## config.mk

```make
export PLATFORM = sky130hd
export DESIGN_NAME = spi_master_top
export DESIGN_NICKNAME = d
export VERILOG_FILES = /design/src/spi_pkg.sv /design/src/spi_master_top.sv /design/src/spi_frame_ctrl.sv /design/src/spi_regs.sv /design/src/spi_brg.sv /design/src/spi_byte_fifo.sv
export VERILOG_INCLUDE_DIRS = /design/src
export SDC_FILE = /design/constraint.sdc
export NUM_CORES = 1
export LEC_CHECK = 0
export ABC_AREA = 0
export BUFFER_PORTS_ARGS = -buffer_cell sky130_fd_sc_hd__buf_2
export CAP_MARGIN = 20
export CORE_AREA = 3 3 244 246
export DETAILED_ROUTE_END_ITERATION = 10
export DIE_AREA = 0 0 247 249
export PLACE_DENSITY_LB_ADDON = 0.08
export SLEW_MARGIN = 15
export SYNTH_ARGS = -nofsm -noshare
export SYNTH_HDL_FRONTEND = slang
export SYNTH_SLANG_ARGS = --single-unit
```

## constraint.sdc

```tcl
create_clock -name S_SYSCLK -period 7.04 [get_ports S_SYSCLK]
set_input_delay 1.408 -clock S_SYSCLK [delete_from_list [all_inputs] [get_ports S_SYSCLK]]
set_output_delay 1.408 -clock S_SYSCLK [all_outputs]
set_load 0.02 [all_outputs]
```

## src/spi_params.svh

```systemverilog
`ifndef SPI_PARAMS_SVH
`define SPI_PARAMS_SVH

// chip selects and FIFO size
`define SPI_NCS             4
`define SPI_FIFO_DEPTH      16

// register map, byte addresses on the 8-bit bus
`define SPI_ADDR_SPMODE     8'h00
`define SPI_ADDR_SPIE       8'h04
`define SPI_ADDR_SPIM       8'h08
`define SPI_ADDR_SPCOM      8'h0C
`define SPI_ADDR_SPITF      8'h10
`define SPI_ADDR_SPIRF      8'h14
// CSMODE0..CSMODE3 follow as consecutive words
`define SPI_ADDR_CSMODE0    8'h20

// reset values
`define SPI_SPMODE_DEF      32'h0000_0000
`define SPI_SPIM_DEF        32'h0000_0000
`define SPI_SPCOM_DEF       32'h0000_0000
// active-low select, mode 0, pm 0, no delays
`define SPI_CSMODE_DEF      32'h0000_0001

`endif
```

## src/spi_pkg.sv

```systemverilog
`default_nettype none

package spi_pkg;

    // frame machine states
    typedef enum logic [2:0] {
        IDLE      = 3'd0,
        BEF_WAIT  = 3'd1,
        DATA_WAIT = 3'd2,
        IN_TRANS  = 3'd3,
        AFT_WAIT  = 3'd4
    } frame_state_e;

    // pol = 1 means the select line idles high
    typedef struct packed {
        logic [12:0] rsvd;
        logic [3:0]  csaft;
        logic [3:0]  csbef;
        logic [7:0]  pm;
        logic        cpha;
        logic        cpol;
        logic        pol;
    } csmode_t;

    // tranlen is characters minus one
    typedef struct packed {
        logic [1:0]  cs;
        logic [13:0] rsvd;
        logic [15:0] tranlen;
    } spcom_t;

    typedef struct packed {
        logic [29:0] rsvd;
        logic        loop;
        logic        en;
    } spmode_t;

    // don is sticky, the rest follow the FIFO flags
    typedef struct packed {
        logic [26:0] rsvd;
        logic        txe;
        logic        tne;
        logic        rxf;
        logic        rne;
        logic        don;
    } spie_t;

    typedef struct packed {
        logic        wen;
        logic [7:0]  awaddr;
        logic [31:0] wdata;
        logic [3:0]  wstrb;
    } reg_wr_t;

endpackage

`default_nettype wire

```

## src/spi_master_top.sv

```systemverilog
`default_nettype none
`timescale 1ns/1ns
`include "spi_params.svh"

module spi_master_top (
    input  wire                     S_SYSCLK,
    input  wire                     S_RESETN,
    input  spi_pkg::reg_wr_t        i_reg_wr,
    input  wire [7:0]               i_araddr,
    input  wire                     i_reg_rden,
    input  wire                     i_spi_miso,
    output wire [31:0]              o_rdata,
    output wire                     o_interrupt,
    output wire                     o_spi_sck,
    output wire                     o_spi_mosi,
    output wire [`SPI_NCS-1:0]      o_spi_sel
);

    spi_pkg::spmode_t spmode;
    spi_pkg::csmode_t csmode;
    spi_pkg::spcom_t  spcom;
    wire        busy;
    wire        frame_start;
    wire        frame_done;
    wire        tx_push;
    wire [7:0]  tx_data;
    wire        tx_pop;
    wire [7:0]  tx_dout;
    wire        tx_empty;
    wire        tx_full;
    wire        rx_push;
    wire [7:0]  rx_din;
    wire        rx_pop;
    wire [7:0]  rx_dout;
    wire        rx_empty;
    wire        rx_full;
    wire        brg_sck;
    wire        lead_edge;
    wire        trail_edge;

    spi_regs u_regs (
        .S_SYSCLK(S_SYSCLK), .S_RESETN(S_RESETN),
        .i_reg_wr(i_reg_wr), .i_araddr(i_araddr), .i_reg_rden(i_reg_rden),
        .i_busy(busy), .i_frame_done(frame_done),
        .i_tx_empty(tx_empty), .i_tx_full(tx_full),
        .i_rx_empty(rx_empty), .i_rx_full(rx_full), .i_rx_data(rx_dout),
        .o_rdata(o_rdata), .o_interrupt(o_interrupt),
        .o_spmode(spmode), .o_csmode(csmode), .o_spcom(spcom),
        .o_frame_start(frame_start), .o_tx_push(tx_push), .o_tx_data(tx_data),
        .o_rx_pop(rx_pop)
    );

    spi_frame_ctrl u_frame (
        .S_SYSCLK(S_SYSCLK), .S_RESETN(S_RESETN),
        .i_spmode(spmode), .i_csmode(csmode), .i_spcom(spcom),
        .i_frame_start(frame_start), .i_lead_edge(lead_edge), .i_trail_edge(trail_edge),
        .i_brg_sck(brg_sck), .i_tx_empty(tx_empty), .i_tx_data(tx_dout),
        .i_spi_miso(i_spi_miso),
        .o_busy(busy), .o_frame_done(frame_done), .o_tx_pop(tx_pop),
        .o_rx_push(rx_push), .o_rx_data(rx_din),
        .o_spi_sck(o_spi_sck), .o_spi_mosi(o_spi_mosi), .o_spi_sel(o_spi_sel)
    );

    // SCK generator runs for the whole frame
    spi_brg u_brg (
        .S_SYSCLK(S_SYSCLK), .S_RESETN(S_RESETN),
        .i_run(busy), .i_cpol(csmode.cpol), .i_pm(csmode.pm),
        .o_sck(brg_sck), .o_lead_edge(lead_edge), .o_trail_edge(trail_edge)
    );

    spi_byte_fifo #(.DEPTH(`SPI_FIFO_DEPTH)) u_tx_fifo (
        .i_clk(S_SYSCLK), .i_rst_n(S_RESETN),
        .i_push(tx_push), .i_din(tx_data), .i_pop(tx_pop),
        .o_dout(tx_dout), .o_empty(tx_empty), .o_full(tx_full)
    );

    spi_byte_fifo #(.DEPTH(`SPI_FIFO_DEPTH)) u_rx_fifo (
        .i_clk(S_SYSCLK), .i_rst_n(S_RESETN),
        .i_push(rx_push), .i_din(rx_din), .i_pop(rx_pop),
        .o_dout(rx_dout), .o_empty(rx_empty), .o_full(rx_full)
    );

endmodule

`default_nettype wire

```

## src/spi_frame_ctrl.sv

```systemverilog
`default_nettype none
`timescale 1ns/1ns
`include "spi_params.svh"

module spi_frame_ctrl (
    input  wire                     S_SYSCLK,
    input  wire                     S_RESETN,
    input  spi_pkg::spmode_t        i_spmode,
    input  spi_pkg::csmode_t        i_csmode,
    input  spi_pkg::spcom_t         i_spcom,
    input  wire                     i_frame_start,
    input  wire                     i_lead_edge,
    input  wire                     i_trail_edge,
    input  wire                     i_brg_sck,
    input  wire                     i_tx_empty,
    input  wire [7:0]               i_tx_data,
    input  wire                     i_spi_miso,
    output wire                     o_busy,
    output logic                    o_frame_done,
    output wire                     o_tx_pop,
    output logic                    o_rx_push,
    output wire [7:0]               o_rx_data,
    output wire                     o_spi_sck,
    output wire                     o_spi_mosi,
    output logic [`SPI_NCS-1:0]     o_spi_sel
);

    spi_pkg::frame_state_e state;
    logic [3:0]  bef_cnt;
    logic [3:0]  aft_cnt;
    logic [15:0] char_cnt;
    logic [3:0]  edge_cnt;
    logic [7:0]  tx_sr;
    logic [7:0]  rx_sr;
    logic        mosi_r;
    logic        din;
    logic        char_end;
    logic        last_char;
    logic        load_char;

    assign din = i_spmode.loop ? mosi_r : i_spi_miso;

    // 16th edge of a character is always a trailing one
    assign char_end  = (state == spi_pkg::IN_TRANS) && i_trail_edge && (edge_cnt == 4'd15);
    assign last_char = (char_cnt == i_spcom.tranlen);
    // new characters start on a trailing edge so SCK sits at idle
    assign load_char = !i_tx_empty && i_trail_edge &&
                       ((state == spi_pkg::DATA_WAIT) || (char_end && !last_char));

    assign o_tx_pop   = load_char;
    assign o_busy     = (state != spi_pkg::IDLE) || i_frame_start;
    assign o_rx_data  = rx_sr;
    assign o_spi_mosi = mosi_r;
    assign o_spi_sck  = (state == spi_pkg::IN_TRANS) ? i_brg_sck : i_csmode.cpol;

    always_ff @(posedge S_SYSCLK or negedge S_RESETN) begin
        if (!S_RESETN) begin
            state        <= spi_pkg::IDLE;
            bef_cnt      <= '0;
            aft_cnt      <= '0;
            char_cnt     <= '0;
            o_frame_done <= 1'b0;
            o_spi_sel    <= '1;
        end else begin
            o_frame_done <= 1'b0;
            case (state)
                spi_pkg::IDLE: begin
                    if (i_frame_start) begin
                        state                   <= spi_pkg::BEF_WAIT;
                        bef_cnt                 <= i_csmode.csbef;
                        char_cnt                <= '0;
                        o_spi_sel[i_spcom.cs]   <= ~i_csmode.pol;
                    end
                end
                spi_pkg::BEF_WAIT: begin
                    if (bef_cnt == 4'd0) begin
                        state <= spi_pkg::DATA_WAIT;
                    end else if (i_trail_edge) begin
                        bef_cnt <= bef_cnt - 1'b1;
                    end
                end
                spi_pkg::DATA_WAIT: begin
                    if (load_char) begin
                        state <= spi_pkg::IN_TRANS;
                    end
                end
                spi_pkg::IN_TRANS: begin
                    if (char_end) begin
                        char_cnt <= char_cnt + 1'b1;
                        if (last_char) begin
                            state   <= spi_pkg::AFT_WAIT;
                            aft_cnt <= i_csmode.csaft;
                        end else if (!load_char) begin
                            // TX FIFO ran dry
                            state <= spi_pkg::DATA_WAIT;
                        end
                    end
                end
                spi_pkg::AFT_WAIT: begin
                    if (aft_cnt == 4'd0) begin
                        state                 <= spi_pkg::IDLE;
                        o_spi_sel[i_spcom.cs] <= i_csmode.pol;
                        o_frame_done          <= 1'b1;
                    end else if (i_trail_edge) begin
                        aft_cnt <= aft_cnt - 1'b1;
                    end
                end
                default: state <= spi_pkg::IDLE;
            endcase
        end
    end

    // shifter, MSB first
    always_ff @(posedge S_SYSCLK or negedge S_RESETN) begin
        if (!S_RESETN) begin
            edge_cnt  <= '0;
            mosi_r    <= 1'b0;
            o_rx_push <= 1'b0;
        end else begin
            o_rx_push <= char_end;
            // with CPHA 1 the last sample falls on the edge that loads the next character
            if ((state == spi_pkg::IN_TRANS) &&
                ((i_lead_edge && !i_csmode.cpha) || (i_trail_edge && i_csmode.cpha))) begin
                rx_sr <= {rx_sr[6:0], din};
            end
            if (load_char) begin
                edge_cnt <= '0;
                if (i_csmode.cpha) begin
                    // first bit goes out on the leading edge
                    tx_sr <= i_tx_data;
                end else begin
                    mosi_r <= i_tx_data[7];
                    tx_sr  <= {i_tx_data[6:0], 1'b0};
                end
            end else if (state == spi_pkg::IN_TRANS) begin
                if (i_lead_edge || i_trail_edge) begin
                    edge_cnt <= edge_cnt + 1'b1;
                end
                if ((i_trail_edge && !i_csmode.cpha) || (i_lead_edge && i_csmode.cpha)) begin
                    mosi_r <= tx_sr[7];
                    tx_sr  <= {tx_sr[6:0], 1'b0};
                end
            end else if (state == spi_pkg::IDLE) begin
                mosi_r <= 1'b0;
            end
        end
    end

endmodule

`default_nettype wire

```

## src/spi_regs.sv

```systemverilog
`default_nettype none
`timescale 1ns/1ns
`include "spi_params.svh"

module spi_regs (
    input  wire                     S_SYSCLK,
    input  wire                     S_RESETN,
    input  spi_pkg::reg_wr_t        i_reg_wr,
    input  wire [7:0]               i_araddr,
    input  wire                     i_reg_rden,
    input  wire                     i_busy,
    input  wire                     i_frame_done,
    input  wire                     i_tx_empty,
    input  wire                     i_tx_full,
    input  wire                     i_rx_empty,
    input  wire                     i_rx_full,
    input  wire [7:0]               i_rx_data,
    output logic [31:0]             o_rdata,
    output wire                     o_interrupt,
    output spi_pkg::spmode_t        o_spmode,
    output spi_pkg::csmode_t        o_csmode,
    output spi_pkg::spcom_t         o_spcom,
    output logic                    o_frame_start,
    output logic                    o_tx_push,
    output logic [7:0]              o_tx_data,
    output logic                    o_rx_pop
);

    spi_pkg::csmode_t csmode_q [`SPI_NCS];
    logic [31:0]      spim;
    logic             don;
    spi_pkg::spie_t   spie;
    logic             wr_ok;

    // only full 32-bit writes are accepted
    assign wr_ok = i_reg_wr.wen && (i_reg_wr.wstrb == 4'hF);

    always_comb begin
        spie      = '0;
        spie.don  = don;
        spie.rne  = !i_rx_empty;
        spie.rxf  = i_rx_full;
        spie.tne  = !i_tx_full;
        spie.txe  = i_tx_empty;
    end

    assign o_interrupt = |(spim & spie);
    assign o_csmode    = csmode_q[o_spcom.cs];

    always_ff @(posedge S_SYSCLK or negedge S_RESETN) begin
        if (!S_RESETN) begin
            o_spmode      <= `SPI_SPMODE_DEF;
            spim          <= `SPI_SPIM_DEF;
            o_spcom       <= `SPI_SPCOM_DEF;
            don           <= 1'b0;
            o_frame_start <= 1'b0;
            o_tx_push     <= 1'b0;
            o_rx_pop      <= 1'b0;
            for (int k = 0; k < `SPI_NCS; k++) begin
                csmode_q[k] <= `SPI_CSMODE_DEF;
            end
        end else begin
            o_frame_start <= 1'b0;
            o_tx_push     <= 1'b0;
            // pop after the read data has been presented
            o_rx_pop      <= i_reg_rden && (i_araddr == `SPI_ADDR_SPIRF);

            // done event beats a clearing write in the same cycle
            if (i_frame_done) begin
                don <= 1'b1;
            end else if (wr_ok && (i_reg_wr.awaddr == `SPI_ADDR_SPIE) &&
                         i_reg_wr.wdata[0]) begin
                don <= 1'b0;
            end

            if (wr_ok) begin
                case (i_reg_wr.awaddr)
                    `SPI_ADDR_SPMODE: o_spmode <= i_reg_wr.wdata;
                    `SPI_ADDR_SPIM:   spim     <= i_reg_wr.wdata;
                    `SPI_ADDR_SPCOM: begin
                        // locked while a frame runs
                        if (!i_busy) begin
                            o_spcom       <= i_reg_wr.wdata;
                            o_frame_start <= o_spmode.en;
                        end
                    end
                    `SPI_ADDR_SPITF: begin
                        o_tx_push <= o_spmode.en;
                        o_tx_data <= i_reg_wr.wdata[7:0];
                    end
                    default: begin
                        for (int k = 0; k < `SPI_NCS; k++) begin
                            if (i_reg_wr.awaddr == `SPI_ADDR_CSMODE0 + 8'(4 * k)) begin
                                csmode_q[k] <= i_reg_wr.wdata;
                            end
                        end
                    end
                endcase
            end
        end
    end

    // read mux
    always_comb begin
        o_rdata = '0;
        case (i_araddr)
            `SPI_ADDR_SPMODE: o_rdata = o_spmode;
            `SPI_ADDR_SPIE:   o_rdata = spie;
            `SPI_ADDR_SPIM:   o_rdata = spim;
            `SPI_ADDR_SPCOM:  o_rdata = o_spcom;
            `SPI_ADDR_SPIRF:  o_rdata = {24'h0, i_rx_data};
            default: begin
                for (int k = 0; k < `SPI_NCS; k++) begin
                    if (i_araddr == `SPI_ADDR_CSMODE0 + 8'(4 * k)) begin
                        o_rdata = csmode_q[k];
                    end
                end
            end
        endcase
    end

endmodule

`default_nettype wire

```

## src/spi_brg.sv

```systemverilog
`default_nettype none
`timescale 1ns/1ns

module spi_brg (
    input  wire        S_SYSCLK,
    input  wire        S_RESETN,
    input  wire        i_run,
    input  wire        i_cpol,
    input  wire [7:0]  i_pm,
    output logic       o_sck,
    output logic       o_lead_edge,
    output logic       o_trail_edge
);

    logic [7:0] cnt;

    always_ff @(posedge S_SYSCLK or negedge S_RESETN) begin
        if (!S_RESETN) begin
            cnt          <= '0;
            o_sck        <= 1'b0;
            o_lead_edge  <= 1'b0;
            o_trail_edge <= 1'b0;
        end else begin
            o_lead_edge  <= 1'b0;
            o_trail_edge <= 1'b0;
            if (!i_run) begin
                // park at idle level, ready for a full half period
                cnt   <= i_pm;
                o_sck <= i_cpol;
            end else if (cnt == 8'd0) begin
                cnt   <= i_pm;
                o_sck <= ~o_sck;
                // leaving the idle level is the leading edge
                if (o_sck == i_cpol) begin
                    o_lead_edge <= 1'b1;
                end else begin
                    o_trail_edge <= 1'b1;
                end
            end else begin
                cnt <= cnt - 1'b1;
            end
        end
    end

endmodule

`default_nettype wire

```

## src/spi_byte_fifo.sv

```systemverilog
`default_nettype none
`timescale 1ns/1ns

module spi_byte_fifo #(
    parameter int DEPTH = 16
) (
    input  wire        i_clk,
    input  wire        i_rst_n,
    input  wire        i_push,
    input  wire [7:0]  i_din,
    input  wire        i_pop,
    output wire [7:0]  o_dout,
    output wire        o_empty,
    output wire        o_full
);

    localparam int PW = (DEPTH > 1) ? $clog2(DEPTH) : 1;
    localparam int CW = $clog2(DEPTH + 1);

    logic [7:0]    mem [DEPTH];
    logic [PW-1:0] wr_ptr;
    logic [PW-1:0] rd_ptr;
    logic [CW-1:0] count;
    logic          do_push;
    logic          do_pop;

    // full and empty requests are dropped here
    assign do_push = i_push && !o_full;
    assign do_pop  = i_pop && !o_empty;

    assign o_empty = (count == '0);
    assign o_full  = (count == CW'(DEPTH));
    assign o_dout  = mem[rd_ptr];

    always_ff @(posedge i_clk) begin
        if (do_push) begin
            mem[wr_ptr] <= i_din;
        end
    end

    always_ff @(posedge i_clk or negedge i_rst_n) begin
        if (!i_rst_n) begin
            wr_ptr <= '0;
            rd_ptr <= '0;
            count  <= '0;
        end else begin
            if (do_push) begin
                wr_ptr <= (wr_ptr == PW'(DEPTH - 1)) ? '0 : wr_ptr + 1'b1;
            end
            if (do_pop) begin
                rd_ptr <= (rd_ptr == PW'(DEPTH - 1)) ? '0 : rd_ptr + 1'b1;
            end
            if (do_push && !do_pop) begin
                count <= count + 1'b1;
            end else if (do_pop && !do_push) begin
                count <= count - 1'b1;
            end
        end
    end

endmodule

`default_nettype wire

```

==> summary by stage <==
Status
The run finished with clean final reports.

Die
The die area is 61500 µm². The chip height is 249 µm. The starting density of the core is 0.446.

The initialized floorplan defines 88 standard-cell rows. The total I/O pin count is 96. The x dimension of the die is 247 µm. The floorplan step defined a core boundary enclosing 57600 µm².

Cells and area
The relative area change from synthesis to final layout is 13.6%. In the final layout, the share of cells above drive strength 1 is 0.326. The number of standard cells in the layout, taps in and fillers out is 2618. After the last flow step, the layout net total stands at 1888.

Worst setup path
The largest stage delay on the critical path is 780 ps. The worst reg2reg path startpoint is u_tx_fifo.count[0]. The number of buffers and inverters on the critical path is 3. Along the worst path, the maximum fanout reaches 15. The worst setup path is of the input port to output port kind.

STA classifies the critical path startpoint as an input port. Traced cell by cell, the critical path runs through buf_2 > or4_4 > or3_1 > nor3b_4 > buf_4 > a222oi_1 > o211ai_1 > buf_2. At the worst endpoint, the arrival time is 4200 ps.

The most critical setup path has its startpoint at i_araddr[7]. The worst register-to-register path ends at u_tx_fifo.count[4]. The data required time of the critical path is 5630 ps. The library cell contributing the largest single delay on the critical path is nor3b_4.

Measured in cells, the most critical reg-to-reg path has a length of 11. The worst setup path is captured at an output port. In this run the register-to-register setup slack is 3670 ps.

The category of cells accounting for the largest share of critical-path delay is simple AND/OR/NAND/NOR gates. Among the stages of the critical path, the cell type that occurs most often is buf_2.

Yosys
The number of unique standard cell types used by synthesis is 70. The number of flops mapped to enable cells by yosys is 280. The fraction of synthesized cell area taken by the top area cell type is 0.327. The dominant synthesized flop cell is dfrtp_1. Synthesis handed over a netlist of 1705 instances. The fraction of registers with async set or reset after synthesis is 0.520. After synthesis the netlist holds a flip-flop and latch count of 583. The cell taking the most area after synthesis is edfxtp_1.

The net count of the mapped netlist is 1789. The Yosys step of the flow raised 0 warnings. The synthesized area is 25700 µm². For this run, the register share of the synthesized area comes to 0.622. The post-synthesis average cell area is 15.1 µm². Ranked by total cell area, the synthesized netlist is headed by edfxtp_1 (33%), dfrtp_1 (29%), mux2_2 (10%).

Timing
Static timing analysis puts the maximum clock frequency at 178 MHz. The final max-slew violation count was 0. The total negative setup slack is 0 ps.

The final setup violation count is 0. The clock arrives with 29.8 ps of skew. The worst pin sits at a relative slew slack of 0.256. Setup repair after global routing left no endpoint under its margin. The transition time at the pin with the least slew margin is 1110 ps. Once routing completed, OpenROAD measured the worst setup slack at 1430 ps. Dividing the final minimum period by the clock period gives 0.796. The worst path in the final design needs a cycle of 5610 ps, including I/O delays and setup. The number of hold-slack violations in the final timing report is 0.

Placement
Summed over all nets, the half-perimeter wirelength after detailed placement is 40600 µm. The post-placement cell count is 2498. The post-place setup slack is 1450 ps. The count of buffers from port buffering is 95. Routability-driven placement finished with a final weighted congestion of 0.789.

Drt
The final wirelength is 63400 µm. For this run, the detailed router's first-pass iteration total came to 7. The average wire per cell in the routed design is 24.2 µm. After detailed routing, the number of remaining DRC violations is 0.

The remaining antenna violation count after routing is 0. In the routed layout, each cell is associated on average with a via count of 5.78. The count of vias placed by the detailed router is 15125. The detailed router's first-iteration violation count is 1266.

Clock tree
Clock tree synthesis inserted a total of 66 buffers. Once the clock tree was built, the setup fixing pass inserted 0 buffers. The clock network latency to the later pin of the worst-skew pair is 610 ps.

The H-tree was split into 3 levels. The number of sinks driven by the clock tree is 583. The clock slew at the register clock pins of the worst setup and hold paths is 60 ps.

The hold buffer count at cts is 0. The CTS tree is done. The post-cts gate resize count is 0. The cell sitting at the root of the clock tree is a clkbuf_16. The maximum clock path buffer count is 3.

Run
Across the run, the number of max-cap violations was 0.

Min path
The startpoint identified for the worst hold timing path is u_frame.o_frame_done. The class of the most critical hold timing path is register to register. Counting instances, the worst hold path has a depth of 1. The capture endpoint of the worst hold path is u_regs.don.

Global routing
The number of global-route vias before repair is 15418. The first global-routing pass estimated 96900 µm of wire. The global routing usage summed across all routing layers is 0.210. The global-route congestion overflow total is 0. The maximum number of pins on one net before global-route repair is 188. The number of antenna violations at the first check in global routing was 11.

Power and ir drop
The peak ir drop on the vdd network is 0.152 mV. Power spread over the standard cell area amounts to 241 nW/µm². The leakage power is 11.9 nW.
## Yosys cell counts, types with 8 or more instances
library cell,number
dfrtp_1,295
edfxtp_1,280
mux2_2,237
nand2_1,112
mux4_2,100
nor2_1,76
o21ai_0,60
a21oi_1,43
clkbuf_1,42
xnor2_1,35
buf_1,31
nor3_1,31
mux2i_1,28
nand3_1,28
inv_1,27
a22oi_1,25
ha_1,25
a222oi_1,23
xor2_1,20
buf_2,17
a21o_1,14
a221oi_1,14
nand4_1,14
nand2b_1,11
a22o_1,9
dfstp_2,8
## cell families after synthesis
kind of cell / Yosys count / synth area share
XOR/XNOR: 55 / 0.0187
AO/OA/AOI/OAI: 226 / 0.0609
flip-flops: 583 / 0.622
adder cells (fa/ha/maj): 27 / 0.0137
AND/OR/NAND/NOR: 324 / 0.0612
buffers and inverters: 125 / 0.0208
multiplexers: 365 / 0.202
## cell type report
type                       instances  area, µm²
multi-input combinational        997       9220
antenna                            1       2.50
clock buffer                      91       1900
inverter                          27        101
sequential                       583      16000
clock inverter                    25        220
tap                              765        957
fill                            4892      28400
timing repair buffer             129        800
## registers in the layout, summed over array words and instances (netlist names), 3 cells and up
| name | cells |
|---|---|
| u_regs.csmode_q | 128 |
| u_rx_fifo.mem | 128 |
| u_tx_fifo.mem | 128 |
| u_regs.o_spcom | 32 |
| u_regs.o_spmode | 32 |
| u_regs.spim | 32 |
| u_frame.char_cnt | 16 |
| u_brg.cnt | 8 |
| u_frame.o_rx_data | 8 |
| u_frame.tx_sr | 8 |
| u_regs.o_tx_data | 8 |
| u_rx_fifo.count | 5 |
| u_tx_fifo.count | 5 |
| u_frame.aft_cnt | 4 |
| u_frame.bef_cnt | 4 |
| u_frame.edge_cnt | 4 |
| u_frame.o_spi_sel | 4 |
| u_rx_fifo.rd_ptr | 4 |
| u_rx_fifo.wr_ptr | 4 |
| u_tx_fifo.rd_ptr | 4 |
| u_tx_fifo.wr_ptr | 4 |
| u_frame.state | 3 |
## layout by cell type, fill, tap and decap left out, types with 8 or more instances in the layout
cell,netlist,final
dfrtp_1,295,293
edfxtp_1,280,280
mux2_2,237,237
nand2_1,112,107
mux4_2,100,100
buf_2,17,95
nor2_1,76,76
clkbuf_16,0,69
o21ai_0,60,60
a21oi_1,43,43
xnor2_1,35,35
mux2i_1,28,28
buf_4,4,28
inv_1,27,27
nor3_1,31,27
nand3_1,28,27
a22oi_1,25,25
ha_1,25,25
a222oi_1,23,23
xor2_1,20,20
a221oi_1,14,14
a21o_1,14,14
nand4_1,14,14
clkbuf_1,42,13
nand2b_1,11,11
a22o_1,9,9
clkbuf_8,0,9
nand2_2,3,8
dfstp_2,8,8
## metrics by stage
| stage | utilization | total power, mW | instance area, µm² | hold slack, ps |
|---|---|---|---|---|
| final | 0.507 | 7.04 | 29200 | 431 |
| after global routing | 0.507 | 7.28 | 29200 | 461 |
| after CTS | 0.506 | 7.13 | 29200 | 434 |
| after detailed placement | 0.469 | 3.76 | 27000 | 421 |
| after global placement | 0.469 | 3.75 | 27000 | 411 |
| after floorplan | - | 3.66 | 25700 | 404 |
## worst max path at each step
stage             endpoint  slack [ps]  cells after the start
5_1_grt        o_rdata[17]        1370                      8
3_3_place_gp   o_rdata[17]        1480                      8
6_report       o_rdata[17]        1430                      8
4_1_cts        o_rdata[17]        1440                      8
3_5_place_dp   o_rdata[17]        1450                      8
2_1_floorplan   o_rdata[5]        2330                      7
## metal layers
layer | vias up | wire (µm) | GRT usage
met2 | 364 | 30100 | 0.327
met1 | 7924 | 28600 | 0.303
met5 | - | 40 | 0
met4 | 6 | 1410 | 0.0582
met3 | 100 | 3260 | 0.0388
li1 | 6731 | - | -
## report_power, final
part	internal (mW)	total (mW)	switching, mW
clock network	1.97	3.35	1.38
registers	3.55	3.56	0.00412
logic	0.0362	0.129	0.0932
total	5.56	7.04	1.48
Power figures use the tool's default switching activity.
